$ cat config.mk
export PLATFORM = sky130hd
export DESIGN_NAME = cpu_top
export DESIGN_NICKNAME = d
export VERILOG_FILES = /design/src/hdl/rv_pkg.sv /design/src/hdl/reg_file.sv /design/src/hdl/alu.sv /design/src/hdl/imm_gen.sv /design/src/hdl/pc_unit.sv /design/src/hdl/load_store.sv /design/src/hdl/cpu_ctrl.sv /design/src/hdl/cpu_top.sv
export SDC_FILE = /design/constraint.sdc
export NUM_CORES = 2
export LEC_CHECK = 0
export BUFFER_PORTS_ARGS = -buffer_cell sky130_fd_sc_hd__buf_4
export CORE_UTILIZATION = 30
export DETAILED_ROUTE_END_ITERATION = 6
export GPL_TIMING_DRIVEN = 0
export SYNTH_ARGS = -nofsm -noshare
export SYNTH_HDL_FRONTEND = slang
export SYNTH_SLANG_ARGS = --single-unit
$ cat constraint.sdc
create_clock -name sys_clk -period 11.9 [get_ports sys_clk]
set_input_delay 1.19 -clock sys_clk [delete_from_list [all_inputs] [get_ports sys_clk]]
set_output_delay 1.19 -clock sys_clk [all_outputs]
set_load 0.1 [all_outputs]
$ cat src/hdl/rv_pkg.sv
package rv_pkg;

	typedef logic [31:0] word_t;	// data or address
	typedef logic [4:0]  reg_idx_t;
	typedef logic [6:0]  opcode_t;

	typedef enum logic [2:0] {
		alu_add,
		alu_sub,
		alu_and,
		alu_or,
		alu_xor,
		alu_pass_b	// lui
	} alu_op_t;

	typedef enum logic [2:0] {fmt_i, fmt_s, fmt_b, fmt_u, fmt_j} imm_fmt_t;

	typedef enum logic [2:0] {st_fetch, st_decode, st_exec, st_mem, st_wb} cpu_state_t;

	// major opcodes of the supported subset
	localparam opcode_t op_reg    = 7'b0110011;
	localparam opcode_t op_imm    = 7'b0010011;
	localparam opcode_t op_lui    = 7'b0110111;
	localparam opcode_t op_load   = 7'b0000011;
	localparam opcode_t op_store  = 7'b0100011;
	localparam opcode_t op_branch = 7'b1100011;
	localparam opcode_t op_jal    = 7'b1101111;

	localparam logic [1:0] br_none = 2'd0;	// pc unit next-address kinds
	localparam logic [1:0] br_beq  = 2'd1;
	localparam logic [1:0] br_bne  = 2'd2;
	localparam logic [1:0] br_jal  = 2'd3;

	localparam logic [1:0] wb_alu  = 2'd0;	// writeback sources
	localparam logic [1:0] wb_load = 2'd1;
	localparam logic [1:0] wb_pc4  = 2'd2;

	localparam word_t reset_pc = 32'h0000_0000;

endpackage

$ cat src/hdl/reg_file.sv
`timescale 1ns/1ps

module reg_file (
	input  logic             sys_clk,
	input  logic             sys_rst,
	input  logic             rd_en,
	input  rv_pkg::reg_idx_t rs1,
	input  rv_pkg::reg_idx_t rs2,
	output rv_pkg::word_t    rs1_data,
	output rv_pkg::word_t    rs2_data,
	input  logic             we,
	input  rv_pkg::reg_idx_t rd,
	input  rv_pkg::word_t    rd_data
);

	rv_pkg::word_t regs [1:31];	// x0 has no storage

	always_ff @(posedge sys_clk) begin
		if (we)
			regs[rd] <= rd_data;
	end

	// operands latched once per instruction, in decode
	always_ff @(posedge sys_clk) begin
		if (rd_en) begin
			rs1_data <= (rs1 == '0) ? '0 : regs[rs1];
			rs2_data <= (rs2 == '0) ? '0 : regs[rs2];
		end
	end

	// the sequencer filters rd == 0 before it raises we
	a_no_x0_write: assert property (@(posedge sys_clk) disable iff (sys_rst)
		we |-> rd != '0);

endmodule

$ cat src/hdl/alu.sv
`timescale 1ns/1ps

module alu (
	input  logic            sys_clk,
	input  logic            sys_rst,
	input  logic            en,
	input  rv_pkg::alu_op_t op,
	input  rv_pkg::word_t   a,
	input  rv_pkg::word_t   b,
	output logic            eq,
	output rv_pkg::word_t   result
);

	rv_pkg::word_t res_next;

	always_comb begin
		case (op)
			rv_pkg::alu_add:    res_next = a + b;
			rv_pkg::alu_sub:    res_next = a - b;
			rv_pkg::alu_and:    res_next = a & b;
			rv_pkg::alu_or:     res_next = a | b;
			rv_pkg::alu_xor:    res_next = a ^ b;
			rv_pkg::alu_pass_b: res_next = b;
			default:            res_next = a + b;
		endcase
	end

	assign eq = (a == b);	// branch compare, rs1 against rs2

	// result doubles as the data bus address
	always_ff @(posedge sys_clk) begin
		if (sys_rst)
			result <= '0;
		else if (en)
			result <= res_next;
	end

endmodule

$ cat src/hdl/imm_gen.sv
`timescale 1ns/1ps

module imm_gen (
	input  rv_pkg::word_t    instr,
	input  rv_pkg::imm_fmt_t imm_fmt,
	output rv_pkg::word_t    imm
);

	always_comb begin
		case (imm_fmt)
			rv_pkg::fmt_i: imm = {{20{instr[31]}}, instr[31:20]};
			rv_pkg::fmt_s: imm = {{20{instr[31]}}, instr[31:25], instr[11:7]};
			// b and j offsets are in halfwords, bit 0 implied
			rv_pkg::fmt_b: imm = {{19{instr[31]}}, instr[31], instr[7],
				instr[30:25], instr[11:8], 1'b0};
			rv_pkg::fmt_u: imm = {instr[31:12], 12'h000};
			rv_pkg::fmt_j: imm = {{11{instr[31]}}, instr[31], instr[19:12],
				instr[20], instr[30:21], 1'b0};
			default:       imm = '0;
		endcase
	end

endmodule

$ cat src/hdl/pc_unit.sv
`timescale 1ns/1ps

module pc_unit (
	input  logic          sys_clk,
	input  logic          sys_rst,
	input  logic          pc_en,
	input  logic [1:0]    br_kind,
	input  logic          eq,
	input  rv_pkg::word_t imm,
	output rv_pkg::word_t pc,
	output rv_pkg::word_t pc_plus4
);

	logic taken;

	assign pc_plus4 = pc + 32'd4;	// also the jal link value

	always_comb begin
		case (br_kind)
			rv_pkg::br_beq: taken = eq;
			rv_pkg::br_bne: taken = !eq;
			rv_pkg::br_jal: taken = 1'b1;
			default:        taken = 1'b0;
		endcase
	end

	always_ff @(posedge sys_clk) begin
		if (sys_rst)
			pc <= rv_pkg::reset_pc;
		else if (pc_en)
			pc <= taken ? pc + imm : pc_plus4;
	end

	a_pc_aligned: assert property (@(posedge sys_clk) disable iff (sys_rst)
		pc[1:0] == 2'b00);

endmodule

$ cat src/hdl/load_store.sv
`timescale 1ns/1ps

module load_store (
	input  logic          sys_clk,
	input  logic          sys_rst,
	input  rv_pkg::word_t addr,
	input  rv_pkg::word_t store_data,
	input  logic          st_byte,
	input  logic          ld_byte,
	input  logic          data_ack,
	input  logic          data_we,
	input  rv_pkg::word_t data_data_in,
	output logic [3:0]    data_be,
	output rv_pkg::word_t data_data_out,
	output rv_pkg::word_t load_data
);

	logic [7:0] ld_lane;

	// one lane for byte access, all four for words
	assign data_be = (st_byte || ld_byte) ? (4'b0001 << addr[1:0]) : 4'b1111;
	assign data_data_out = st_byte ? {4{store_data[7:0]}} : store_data;

	assign ld_lane = data_data_in[{addr[1:0], 3'b000} +: 8];

	always_ff @(posedge sys_clk) begin
		if (sys_rst)
			load_data <= '0;
		else if (data_ack && !data_we)	// read acknowledge only
			load_data <= ld_byte ? {24'h000000, ld_lane} : data_data_in;
	end

endmodule

$ cat src/hdl/cpu_ctrl.sv
`timescale 1ns/1ps

module cpu_ctrl (
	input  logic             sys_clk,
	input  logic             sys_rst,
	output logic             inst_cyc,
	output logic             inst_stb,
	input  logic             inst_stall,
	input  logic             inst_ack,
	input  rv_pkg::word_t    inst_data,
	output logic             data_stb,
	output logic             data_we,
	input  logic             data_ack,
	input  logic             eq,
	output rv_pkg::reg_idx_t rs1,
	output rv_pkg::reg_idx_t rs2,
	output rv_pkg::reg_idx_t rd,
	output logic             rf_rd_en,
	output logic             rf_we,
	output rv_pkg::imm_fmt_t imm_fmt,
	output rv_pkg::word_t    instr,
	output rv_pkg::alu_op_t  alu_op,
	output logic             alu_b_imm,
	output logic             alu_a_pc,
	output logic             alu_en,
	output logic [1:0]       wb_sel,
	output logic             pc_en,
	output logic [1:0]       br_kind,
	output logic             ld_byte,
	output logic             st_byte
);

	rv_pkg::cpu_state_t state;
	rv_pkg::opcode_t    opcode;
	logic [2:0]         funct3;
	logic [6:0]         funct7;
	logic [1:0]         br_dec;	// branch kind before the eq check
	logic               wr_rd;
	logic               is_mem;

	assign opcode = instr[6:0];
	assign funct3 = instr[14:12];
	assign funct7 = instr[31:25];
	assign rd  = instr[11:7];
	assign rs1 = instr[19:15];
	assign rs2 = instr[24:20];

	always_comb begin
		alu_op = rv_pkg::alu_add;
		alu_b_imm = 1'b0;
		alu_a_pc = 1'b0;
		imm_fmt = rv_pkg::fmt_i;
		wb_sel = rv_pkg::wb_alu;
		br_dec = rv_pkg::br_none;
		wr_rd = 1'b0;
		is_mem = 1'b0;
		ld_byte = 1'b0;
		st_byte = 1'b0;
		case (opcode)
			rv_pkg::op_reg: begin
				wr_rd = (funct7 == 7'h00) || (funct7 == 7'h20 && funct3 == 3'b000);
				case (funct3)
					3'b000: alu_op = funct7[5] ? rv_pkg::alu_sub : rv_pkg::alu_add;
					3'b100: alu_op = rv_pkg::alu_xor;
					3'b110: alu_op = rv_pkg::alu_or;
					3'b111: alu_op = rv_pkg::alu_and;
					default: wr_rd = 1'b0;	// shifts and slt not supported
				endcase
			end
			rv_pkg::op_imm: begin
				alu_b_imm = 1'b1;
				wr_rd = (funct3 == 3'b000);	// addi only
			end
			rv_pkg::op_lui: begin
				alu_op = rv_pkg::alu_pass_b;
				alu_b_imm = 1'b1;
				imm_fmt = rv_pkg::fmt_u;
				wr_rd = 1'b1;
			end
			rv_pkg::op_load: begin
				alu_b_imm = 1'b1;
				wb_sel = rv_pkg::wb_load;
				is_mem = (funct3 == 3'b010) || (funct3 == 3'b100);	// lw, lbu
				wr_rd = is_mem;
				ld_byte = (funct3 == 3'b100);
			end
			rv_pkg::op_store: begin
				alu_b_imm = 1'b1;
				imm_fmt = rv_pkg::fmt_s;
				is_mem = (funct3 == 3'b010) || (funct3 == 3'b000);	// sw, sb
				st_byte = (funct3 == 3'b000);
			end
			rv_pkg::op_branch: begin
				imm_fmt = rv_pkg::fmt_b;
				if (funct3 == 3'b000)
					br_dec = rv_pkg::br_beq;
				else if (funct3 == 3'b001)
					br_dec = rv_pkg::br_bne;
			end
			rv_pkg::op_jal: begin
				alu_a_pc = 1'b1;	// alu forms the target, pc unit takes its own sum
				alu_b_imm = 1'b1;
				imm_fmt = rv_pkg::fmt_j;
				wb_sel = rv_pkg::wb_pc4;
				br_dec = rv_pkg::br_jal;
				wr_rd = 1'b1;
			end
			default: ;	// anything else runs as a nop
		endcase
	end

	assign rf_rd_en = (state == rv_pkg::st_decode);
	assign alu_en   = (state == rv_pkg::st_exec);
	assign rf_we    = (state == rv_pkg::st_wb) && wr_rd && (rd != '0);
	assign pc_en    = (state == rv_pkg::st_wb);

	always_ff @(posedge sys_clk) begin
		if (inst_cyc && inst_ack)
			instr <= inst_data;
	end

	always_ff @(posedge sys_clk) begin
		if (sys_rst) begin
			state <= rv_pkg::st_fetch;
			inst_cyc <= 1'b0;
			inst_stb <= 1'b0;
			data_stb <= 1'b0;
			data_we <= 1'b0;
			br_kind <= rv_pkg::br_none;
		end else begin
			case (state)
				rv_pkg::st_fetch: begin
					if (!inst_cyc) begin	// only right after reset
						inst_cyc <= 1'b1;
						inst_stb <= 1'b1;
					end else if (inst_ack) begin
						inst_cyc <= 1'b0;
						inst_stb <= 1'b0;
						state <= rv_pkg::st_decode;
					end else if (!inst_stall) begin
						inst_stb <= 1'b0;	// request taken
					end
				end
				rv_pkg::st_decode: state <= rv_pkg::st_exec;
				rv_pkg::st_exec: begin
					// branch resolved here, pc moves in writeback
					if ((br_dec == rv_pkg::br_beq && !eq) || (br_dec == rv_pkg::br_bne && eq))
						br_kind <= rv_pkg::br_none;
					else
						br_kind <= br_dec;
					if (is_mem) begin
						data_stb <= 1'b1;
						data_we <= (opcode == rv_pkg::op_store);
						state <= rv_pkg::st_mem;
					end else begin
						state <= rv_pkg::st_wb;
					end
				end
				rv_pkg::st_mem: begin
					if (data_ack) begin
						data_stb <= 1'b0;
						data_we <= 1'b0;
						state <= rv_pkg::st_wb;
					end
				end
				rv_pkg::st_wb: begin
					inst_cyc <= 1'b1;	// next fetch request
					inst_stb <= 1'b1;
					state <= rv_pkg::st_fetch;
				end
				default: state <= rv_pkg::st_fetch;
			endcase
		end
	end

	a_stb_in_cyc: assert property (@(posedge sys_clk) disable iff (sys_rst)
		inst_stb |-> inst_cyc);

	a_data_stb_hold: assert property (@(posedge sys_clk) disable iff (sys_rst)
		data_stb && !data_ack |=> data_stb);

endmodule

$ cat src/hdl/cpu_top.sv
`timescale 1ns/1ps

module cpu_top (
	output logic          inst_cyc,
	output logic          inst_stb,
	output rv_pkg::word_t inst_addr,
	input  logic          inst_ack,
	input  rv_pkg::word_t inst_data,
	input  logic          inst_stall,
	output logic          data_stb,
	output logic          data_we,
	output logic [3:0]    data_be,
	input  logic          data_ack,
	output rv_pkg::word_t data_addr,
	output rv_pkg::word_t data_data_out,
	input  rv_pkg::word_t data_data_in,
	input  logic          sys_clk,
	input  logic          sys_rst
);

	rv_pkg::reg_idx_t rs1, rs2, rd;
	rv_pkg::imm_fmt_t imm_fmt;
	rv_pkg::alu_op_t  alu_op;
	rv_pkg::word_t    instr, imm, rs1_data, rs2_data, pc_plus4, load_data;
	logic             rf_rd_en, rf_we, alu_b_imm, alu_a_pc, alu_en, pc_en;
	logic             eq, ld_byte, st_byte;
	logic [1:0]       wb_sel, br_kind;

	cpu_ctrl u_ctrl (
		.sys_clk, .sys_rst, .inst_cyc, .inst_stb, .inst_stall, .inst_ack, .inst_data,
		.data_stb, .data_we, .data_ack, .eq, .rs1, .rs2, .rd, .rf_rd_en, .rf_we,
		.imm_fmt, .instr, .alu_op, .alu_b_imm, .alu_a_pc, .alu_en, .wb_sel, .pc_en,
		.br_kind, .ld_byte, .st_byte
	);

	// writeback source picked at the write port
	reg_file u_rf (
		.sys_clk, .sys_rst, .rd_en(rf_rd_en), .rs1, .rs2, .rs1_data, .rs2_data,
		.we(rf_we), .rd,
		.rd_data(wb_sel == rv_pkg::wb_load ? load_data :
			wb_sel == rv_pkg::wb_pc4 ? pc_plus4 : data_addr)
	);

	imm_gen u_imm (.instr, .imm_fmt, .imm);

	alu u_alu (
		.sys_clk, .sys_rst, .en(alu_en), .op(alu_op),
		.a(alu_a_pc ? inst_addr : rs1_data),
		.b(alu_b_imm ? imm : rs2_data),
		.eq, .result(data_addr)	// alu result register drives the data address
	);

	pc_unit u_pc (
		.sys_clk, .sys_rst, .pc_en, .br_kind, .eq, .imm,
		.pc(inst_addr), .pc_plus4
	);

	load_store u_ls (
		.sys_clk, .sys_rst, .addr(data_addr), .store_data(rs2_data), .st_byte, .ld_byte,
		.data_ack, .data_we, .data_data_in, .data_be, .data_data_out, .load_data
	);

endmodule

# Word level (Yosys, flattened, before mapping)
# Memories as Yosys holds them, arrays and structs flattened. A register that Yosys moved wholly into a read port is not among the register bits.
# Index checks and enable logic that the tools add are counted.
dict set report totals {
  reg_bits 137
  ram_bits 992
  mem_count 1
}
dict set report op_classes {
  bitwise 3
  n_eq_ne 39
  add_sub_neg 4
  n_mux 46
  n_shift 2
  n_reduce_logical 29
}
# memory depth word_bits rd rd_clocked_by_memory_dff wr line_no
set memory_table {}
lappend memory_table {u_rf.regs 31 32 2 2 1 reg_file.sv:16} ;# rv_pkg::word_t regs [1:31];
# op count
set ops {}
lappend ops {{32-bit one-hot mux with 5 select lines} 2}
lappend ops {{32-bit two-way mux} 7}
lappend ops {{32-bit adder} 2}
lappend ops {{3-bit one-hot mux with 4 select lines} 3}
lappend ops {{32-bit by 3-bit adder with 32-bit output, second input constant} 1}
lappend ops {{32-bit bitwise AND} 1}
lappend ops {{32-bit == test} 1}
lappend ops {{32-bit OR} 1}
lappend ops {{32-bit by 6-bit variable part select with 8-bit output} 1}
lappend ops {{32-bit subtractor} 1}
lappend ops {{32-bit XOR} 1}
lappend ops {{7-bit by 6-bit == test with 1-bit output, second input constant} 4}
lappend ops {{3-bit by 2-bit == test with 1-bit output, second input constant} 7}
lappend ops {{3-bit == test, second input constant} 7}
lappend ops {{1-bit two-way mux} 16}
lappend ops {{7-bit == test, second input constant} 2}
lappend ops {{3-bit by 1-bit == test with 1-bit output, second input constant} 4}
lappend ops {{3-bit two-way mux} 4}
lappend ops {{5-bit zero test} 2}
lappend ops {{1-bit one-hot mux with 2 select lines} 5}
lappend ops {{3-bit zero test} 3}
lappend ops {{2-bit == test, second input constant} 4}
lappend ops {{2-bit one-hot mux with 2 select lines} 2}
lappend ops {{7-bit by 2-bit == test with 1-bit output, second input constant} 1}
lappend ops {{other kinds (22)} 41}

# Logic depth before layout (Yosys ltp)
dict set report depth {
  word_depth 10
  ltp_mapped 23
  depth_no_buf 20
}

# Cells and area by module
# Synthesis repeated with hierarchy kept, for this count alone.
dict set report hier_totals {
  hier_cells 4581
  area_unflattened_um2 64597.0
}
# module seq_area_each_um2 cells_each instances area_per_inst_um2
set by_module_without_submodules {}
lappend by_module_without_submodules {reg_file 31710.4 2360 1 47793.3}
lappend by_module_without_submodules {alu 640.6 981 1 6516.2}
lappend by_module_without_submodules {pc_unit 640.6 566 1 4184.0}
lappend by_module_without_submodules {cpu_top 0.0 179 1 1898.1}
lappend by_module_without_submodules {cpu_ctrl 1141.1 153 1 1868.0}
lappend by_module_without_submodules {load_store 640.6 248 1 1796.7}
lappend by_module_without_submodules {imm_gen 0.0 94 1 540.5}

# Worst setup path before layout
# Ideal clock, no wire load.
dict set report synth_path {
  path_type {reg-to-reg}
  start {reg u_ctrl.state[0]}
  end {reg u_rf.rs1_data[0] (read register of u_rf.regs) (enable)}
  stages_incl_launch_ff 3
  setup_time_ns 0.578
  arrival_time_ns 5.261
  slack_ns 6.061
  synth_period_minus_slack_ns 5.839
  path_cell_list {dfxtp_1 clkbuf_1 nor3b_1}
}
dict set report synth_between {
  elab_chain_cells 1
}
# item line_no
set synth_rtl {}
lappend synth_rtl {{from (decl)} cpu_ctrl.sv:33} ;# rv_pkg::cpu_state_t state;
lappend synth_rtl {{from (signal assigned)} cpu_ctrl.sv:124} ;# state <= rv_pkg::st_fetch;
lappend synth_rtl {{from (signal assigned)} cpu_ctrl.sv:139} ;# state <= rv_pkg::st_decode;
lappend synth_rtl {{from (signal assigned)} cpu_ctrl.sv:144} ;# rv_pkg::st_decode: state <= rv_pkg::st_exec;
lappend synth_rtl {{3-bit by 1-bit == test with 1-bit output} cpu_ctrl.sv:112} ;# assign rf_rd_en = (state == rv_pkg::st_decode);
lappend synth_rtl {{to (decl)} reg_file.sv:9} ;# output rv_pkg::word_t rs1_data,
# No other way between the ends.
# A chain may end at the register's enable or synchronous reset.

# Worst setup path in the final report
dict set report layout_path {
  start {reg u_ctrl.instr[22]}
  end {reg u_alu.result[16]}
}
dict set report layout_between {
  elab_chain_cells 4
  elab_cells_between_ends 5
  classes_between {add/sub: 2; mux: 3}
}
# item line_no
set layout_rtl {}
lappend layout_rtl {{from (decl)} cpu_ctrl.sv:21} ;# output rv_pkg::word_t instr,
lappend layout_rtl {{from (signal assigned)} cpu_ctrl.sv:119} ;# instr <= inst_data;
lappend layout_rtl {{32-bit one-hot mux with 5 select lines (*)} imm_gen.sv:10} ;# case (imm_fmt)
lappend layout_rtl {{32-bit two-way mux (*)} cpu_top.sv:49} ;# .b(alu_b_imm ? imm : rs2_data),
lappend layout_rtl {{32-bit adder or 32-bit subtractor (tied branches)} {alu.sv:18, alu.sv:24, alu.sv:19}}
lappend layout_rtl {{32-bit one-hot mux with 5 select lines (*)} alu.sv:17} ;# case (op)
lappend layout_rtl {{to (signal assigned)} alu.sv:35} ;# result <= res_next;
lappend layout_rtl {{to (decl)} alu.sv:11} ;# output rv_pkg::word_t result
# Every way passes the cells marked *; elsewhere a longest branch is shown, timed or not.

==> PnR_summary.wiki <==
{| class="wikitable"
! Metric !! Value
|-
| Drt pass-1 iters || 6
|-
| Layout cell share with drive strength beyond 1 || 24.8%
|-
| Flops & latches, synth || 1193
|-
| Skew-Pair Late Insertion Delay || 800 ps
|-
| Maximum number of pins on one net before global-route repair || 32
|-
| Slowest stage delay, CP || 1120 ps
|-
| Kind of end point of the critical path || flip-flop
|-
| Number of rows created at floorplan || 166
|-
| DRC violation total after the first TritonRoute iteration || 7732
|-
| Sequential group share of total power || 48.4%
|-
| Maximum level of the CTS H-tree || 3
|-
| Number of enable flip-flop cells after synthesis || 1088
|-
| Worst slew pin tran || 1570 ps
|-
| Global-route wire length before repair || 369000 um
|-
| DRT Wirelength || 276000 um
|-
| Worst Path Required || 12510 ps
|-
| Initial antenna violation count || 16
|-
| Cts-stage hold buffer count || 0
|-
| Crit path cell chain || inv_1 -> clkbuf_1 -> clkbuf_1 -> nor3_1 -> a21oi_1 -> o21ai_0 -> ha_1 -> clkbuf_1 -> nand2b_1 -> a221oi_1 -> o41ai_1 -> nand2b_1 -> a2111oi_2 -> o21ba_2 -> o21ai_1 -> a21oi_1 -> o211ai_1 -> a222oi_1 -> a211oi_1
|-
| Layout overhead on the synthesized area || 17.4%
|-
| WL/cell || 36.8 um
|-
| Most numerous cell types in the synthesized netlist || edfxtp_1 (1088), mux4_2 (559), nor2_1 (338), nand2_1 (328), a21oi_1 (266)
|-
| Core footprint || 205000 um^2
|-
| Max Cap Viol || 10
|-
| Startpoint types || flip-flop
|-
| Total placed cells including tap cells || 7253
|-
| Seq/Total Area, Yosys || 55.9%
|-
| Per-cell via count in the routed design || 6.12
|-
| Max-slew violation count || 76
|-
| Overflow left after global routing || 0
|-
| Total standard cell area after synthesis || 62200 um^2
|-
| Layout Utilization || 35.6%
|-
| Final worst clock skew || 56.2 ps
|-
| Most used cell, CP || clkbuf_1
|-
| Final setup slack of the worst path || 3810 ps
|-
| Share of flip-flops with an asynchronous set or reset after synthesis || 0%
|-
| Combinational Power Share || 10.8%
|-
| Violations in the final reports || capacitance limit, slew limit
|-
| Vias post-DR || 45800
|-
| Netlist cell types || 97
|-
| Die H || 457 um
|-
| Total of buffers placed on input and output ports || 171
|-
| Net switching share of the total power || 25.8%
|-
| Most instantiated library cell after synthesis || edfxtp_1
|-
| Maximum buffer depth of the clock tree || 3
|-
| Post-route ant nets || 0
|-
| Arrival @ worst endpoint || 8690 ps
|-
| Post-CTS resize count || 0
|-
| Cell types with the largest area share after synthesis || edfxtp_1 (53%), mux4_2 (20%), dfxtp_1 (3.4%), ha_1 (2.5%), mux2i_1 (2.2%)
|-
| Setup repair after global routing missed its margin || no
|-
| Most used DFF post-synth || edfxtp_1
|-
| Fraction of synthesized cell area taken by the top area cell type || 52.5%
|-
| Multi-input gate area || 25900 um^2
|-
| Outcome || finished, violations left
|-
| Final worst path period need || 8090 ps
|-
| Leading area contributor after synthesis || edfxtp_1
|-
| Syn. warnings || 0
|-
| Final instance area || 73000 um^2
|-
| X dimension of the die || 457 um
|-
| Post-synthesis instance total || 4290
|-
| Total half-perimeter wirelength after legalization and detailed placement || 203000 um
|-
| Worst min path class || flip-flop to flip-flop
|-
| Worst slew slack as a fraction of its limit || -4.45%
|-
| Total of endpoints with negative setup slack in the final report || 0
|-
| Final worst path period share || 67.9%
|-
| Cell leakage power || 24.7 nW
|-
| Maximum frequency from static timing analysis || 124 MHz
|-
| Fill count || 19500
|-
| Overall track demand over capacity in global routing || 25.7%
|-
| Initial core utilization || 30.3%
|-
| Minimum setup slack after placement || 4270 ps
|-
| Worst-path clk slew || 60 ps
|-
| Library cell used as clock root buffer || clkbuf_16
|-
| Vias in the first global route || 44000
|-
| I/O pin count || 173
|-
| Psw || 2.46 mW
|-
| CTS Buf Count || 117
|-
| Clock share of power || 40.8%
|-
| Die outline area || 209000 um^2
|-
| Filler-free cell count of the finished design || 7484
|-
| Clock tree from TritonCTS || built
|-
| Syn Nets || 4484
|-
| Average instance area after synthesis || 14.5 um^2
|-
| Worst-path fanout max || 10
|-
| Weighted congestion at the end of routability-driven global placement || 0.992
|-
| Power Internal || 7.07 mW
|-
| Cell with the biggest individual delay on the critical path || clkbuf_1
|-
| Number of nets in the layout || 4882
|-
| Clock Sink Count || 1193
|-
| Instance area after placement || 69000 um^2
|-
| Area taken by flip-flops and latches || 34800 um^2
|-
| Setup Crit Path Kind || flip-flop to flip-flop
|-
| Post-CTS setup repair buffer count || 0
|-
| VDD IR-drop max || 0.134 mV
|-
| Power density cells || 131 nW/um^2
|-
| Final Hold Vio Count || 0
|-
| Number of remaining DRC errors || 0
|}
## per-layer routing
metal  vias up  GRT usage (%)  part of all wire, %
met1     23400           32.3                   36
met2      3668           38.1                   43
met3       817           8.24                   13
li1      17900              -                    -
met5         -              0               0.0091
met4         4           16.4                  7.5
## worst max-delay path, delay by kind of cell (launching register included)
kind                       cells  cell delay, ps
AOI/OAI and AO/OA             11            3610
buffers and inverters          4            2700
DFF                            1             540
and+or+nand+nor                3             660
adders and majority gates      1             350
## sequential cells by signal, summed over array words and instances, names as in the netlist
register	count
u_alu.result	32
u_ctrl.br_kind	2
u_ctrl.data_stb	1
u_ctrl.data_we	1
u_ctrl.inst_cyc	1
u_ctrl.inst_stb	1
u_ctrl.instr	32
u_ctrl.state	3
u_ls.load_data	32
u_pc.pc	32
u_rf.regs	992
u_rf.rs1_data	32
u_rf.rs2_data	32
## power groups by stage
| stage | logic [mW] | clock network [mW] | registers, mW |
|---|---|---|---|
| final | 1.03 | 3.88 | 4.61 |
| after global routing | 1.06 | 4.02 | 4.61 |
| after CTS | 0.994 | 3.88 | 4.61 |
| after detailed placement | 0.991 | 0 | 4.70 |
| after global placement | 0.969 | 0 | 4.71 |
| after floorplan | 0.555 | 0 | 4.72 |
## kinds of logic after synthesis
logic type,after synthesis,share of synthesized area (%)
adders and majority gates,129,2.62
DFF,1193,55.9
buffers and inverters,471,2.98
and+or+nand+nor,947,6.76
xor gates and xnor gates,73,1.03
AOI/OAI and AO/OA,769,7.98
muxes,708,22.7
## through the flow
stage	setup TNS (ps)	power, mW	hold slack [ps]
after CTS	0	9.48	461
after floorplan	0	5.27	432
after detailed placement	0	5.69	448
final	0	9.53	460
after global placement	-39430	5.68	445
after global routing	0	9.68	479
## layout by cell type (no fill, tap or decap), drive strengths merged, types with 18 or more instances in the layout
| cell type | instances |
|---|---|
| edfxtp | 1088 |
| mux4 | 559 |
| buf | 378 |
| clkbuf | 375 |
| nor2 | 339 |
| nand2 | 328 |
| a21oi | 270 |
| inv | 146 |
| mux2i | 140 |
| o21ai | 138 |
| ha | 122 |
| dfxtp | 105 |
| nor3 | 64 |
| nand3 | 60 |
| clkinv | 49 |
| a211oi | 46 |
| xnor2 | 45 |
| a21o | 36 |
| a22oi | 33 |
| xor2 | 28 |
| o22ai | 26 |
| o221ai | 25 |
| a31oi | 25 |
| or3 | 21 |
| o21bai | 20 |
| o211ai | 20 |
| nand4 | 18 |
| nand2b | 18 |
| a221oi | 18 |
## final cells by class
type / count / area share [%]
flip-flops and latches: 1193 / 47.6
multi-input cells: 2626 / 35.5
well taps: 2688 / 4.61
repair buffers: 279 / 4.31
clock buffers: 148 / 4.24
plain buffers: 326 / 1.85
clock inverters: 70 / 1.07
inverters: 145 / 0.746
diodes: 9 / 0.0309
## worst paths after layout
check                                   startpoint                 end  slack [ps]  cells after the start
worst max-delay path              u_ctrl.instr[22]    u_alu.result[16]        3810                     19
worst min-delay path            u_ls.load_data[19]  u_ls.load_data[19]         460                      2
worst max register to register    u_ctrl.instr[22]    u_alu.result[16]        3810                     19
worst min register to register  u_ls.load_data[19]  u_ls.load_data[19]         460                      2
No activity file was read; power rests on OpenSTA's default activity.
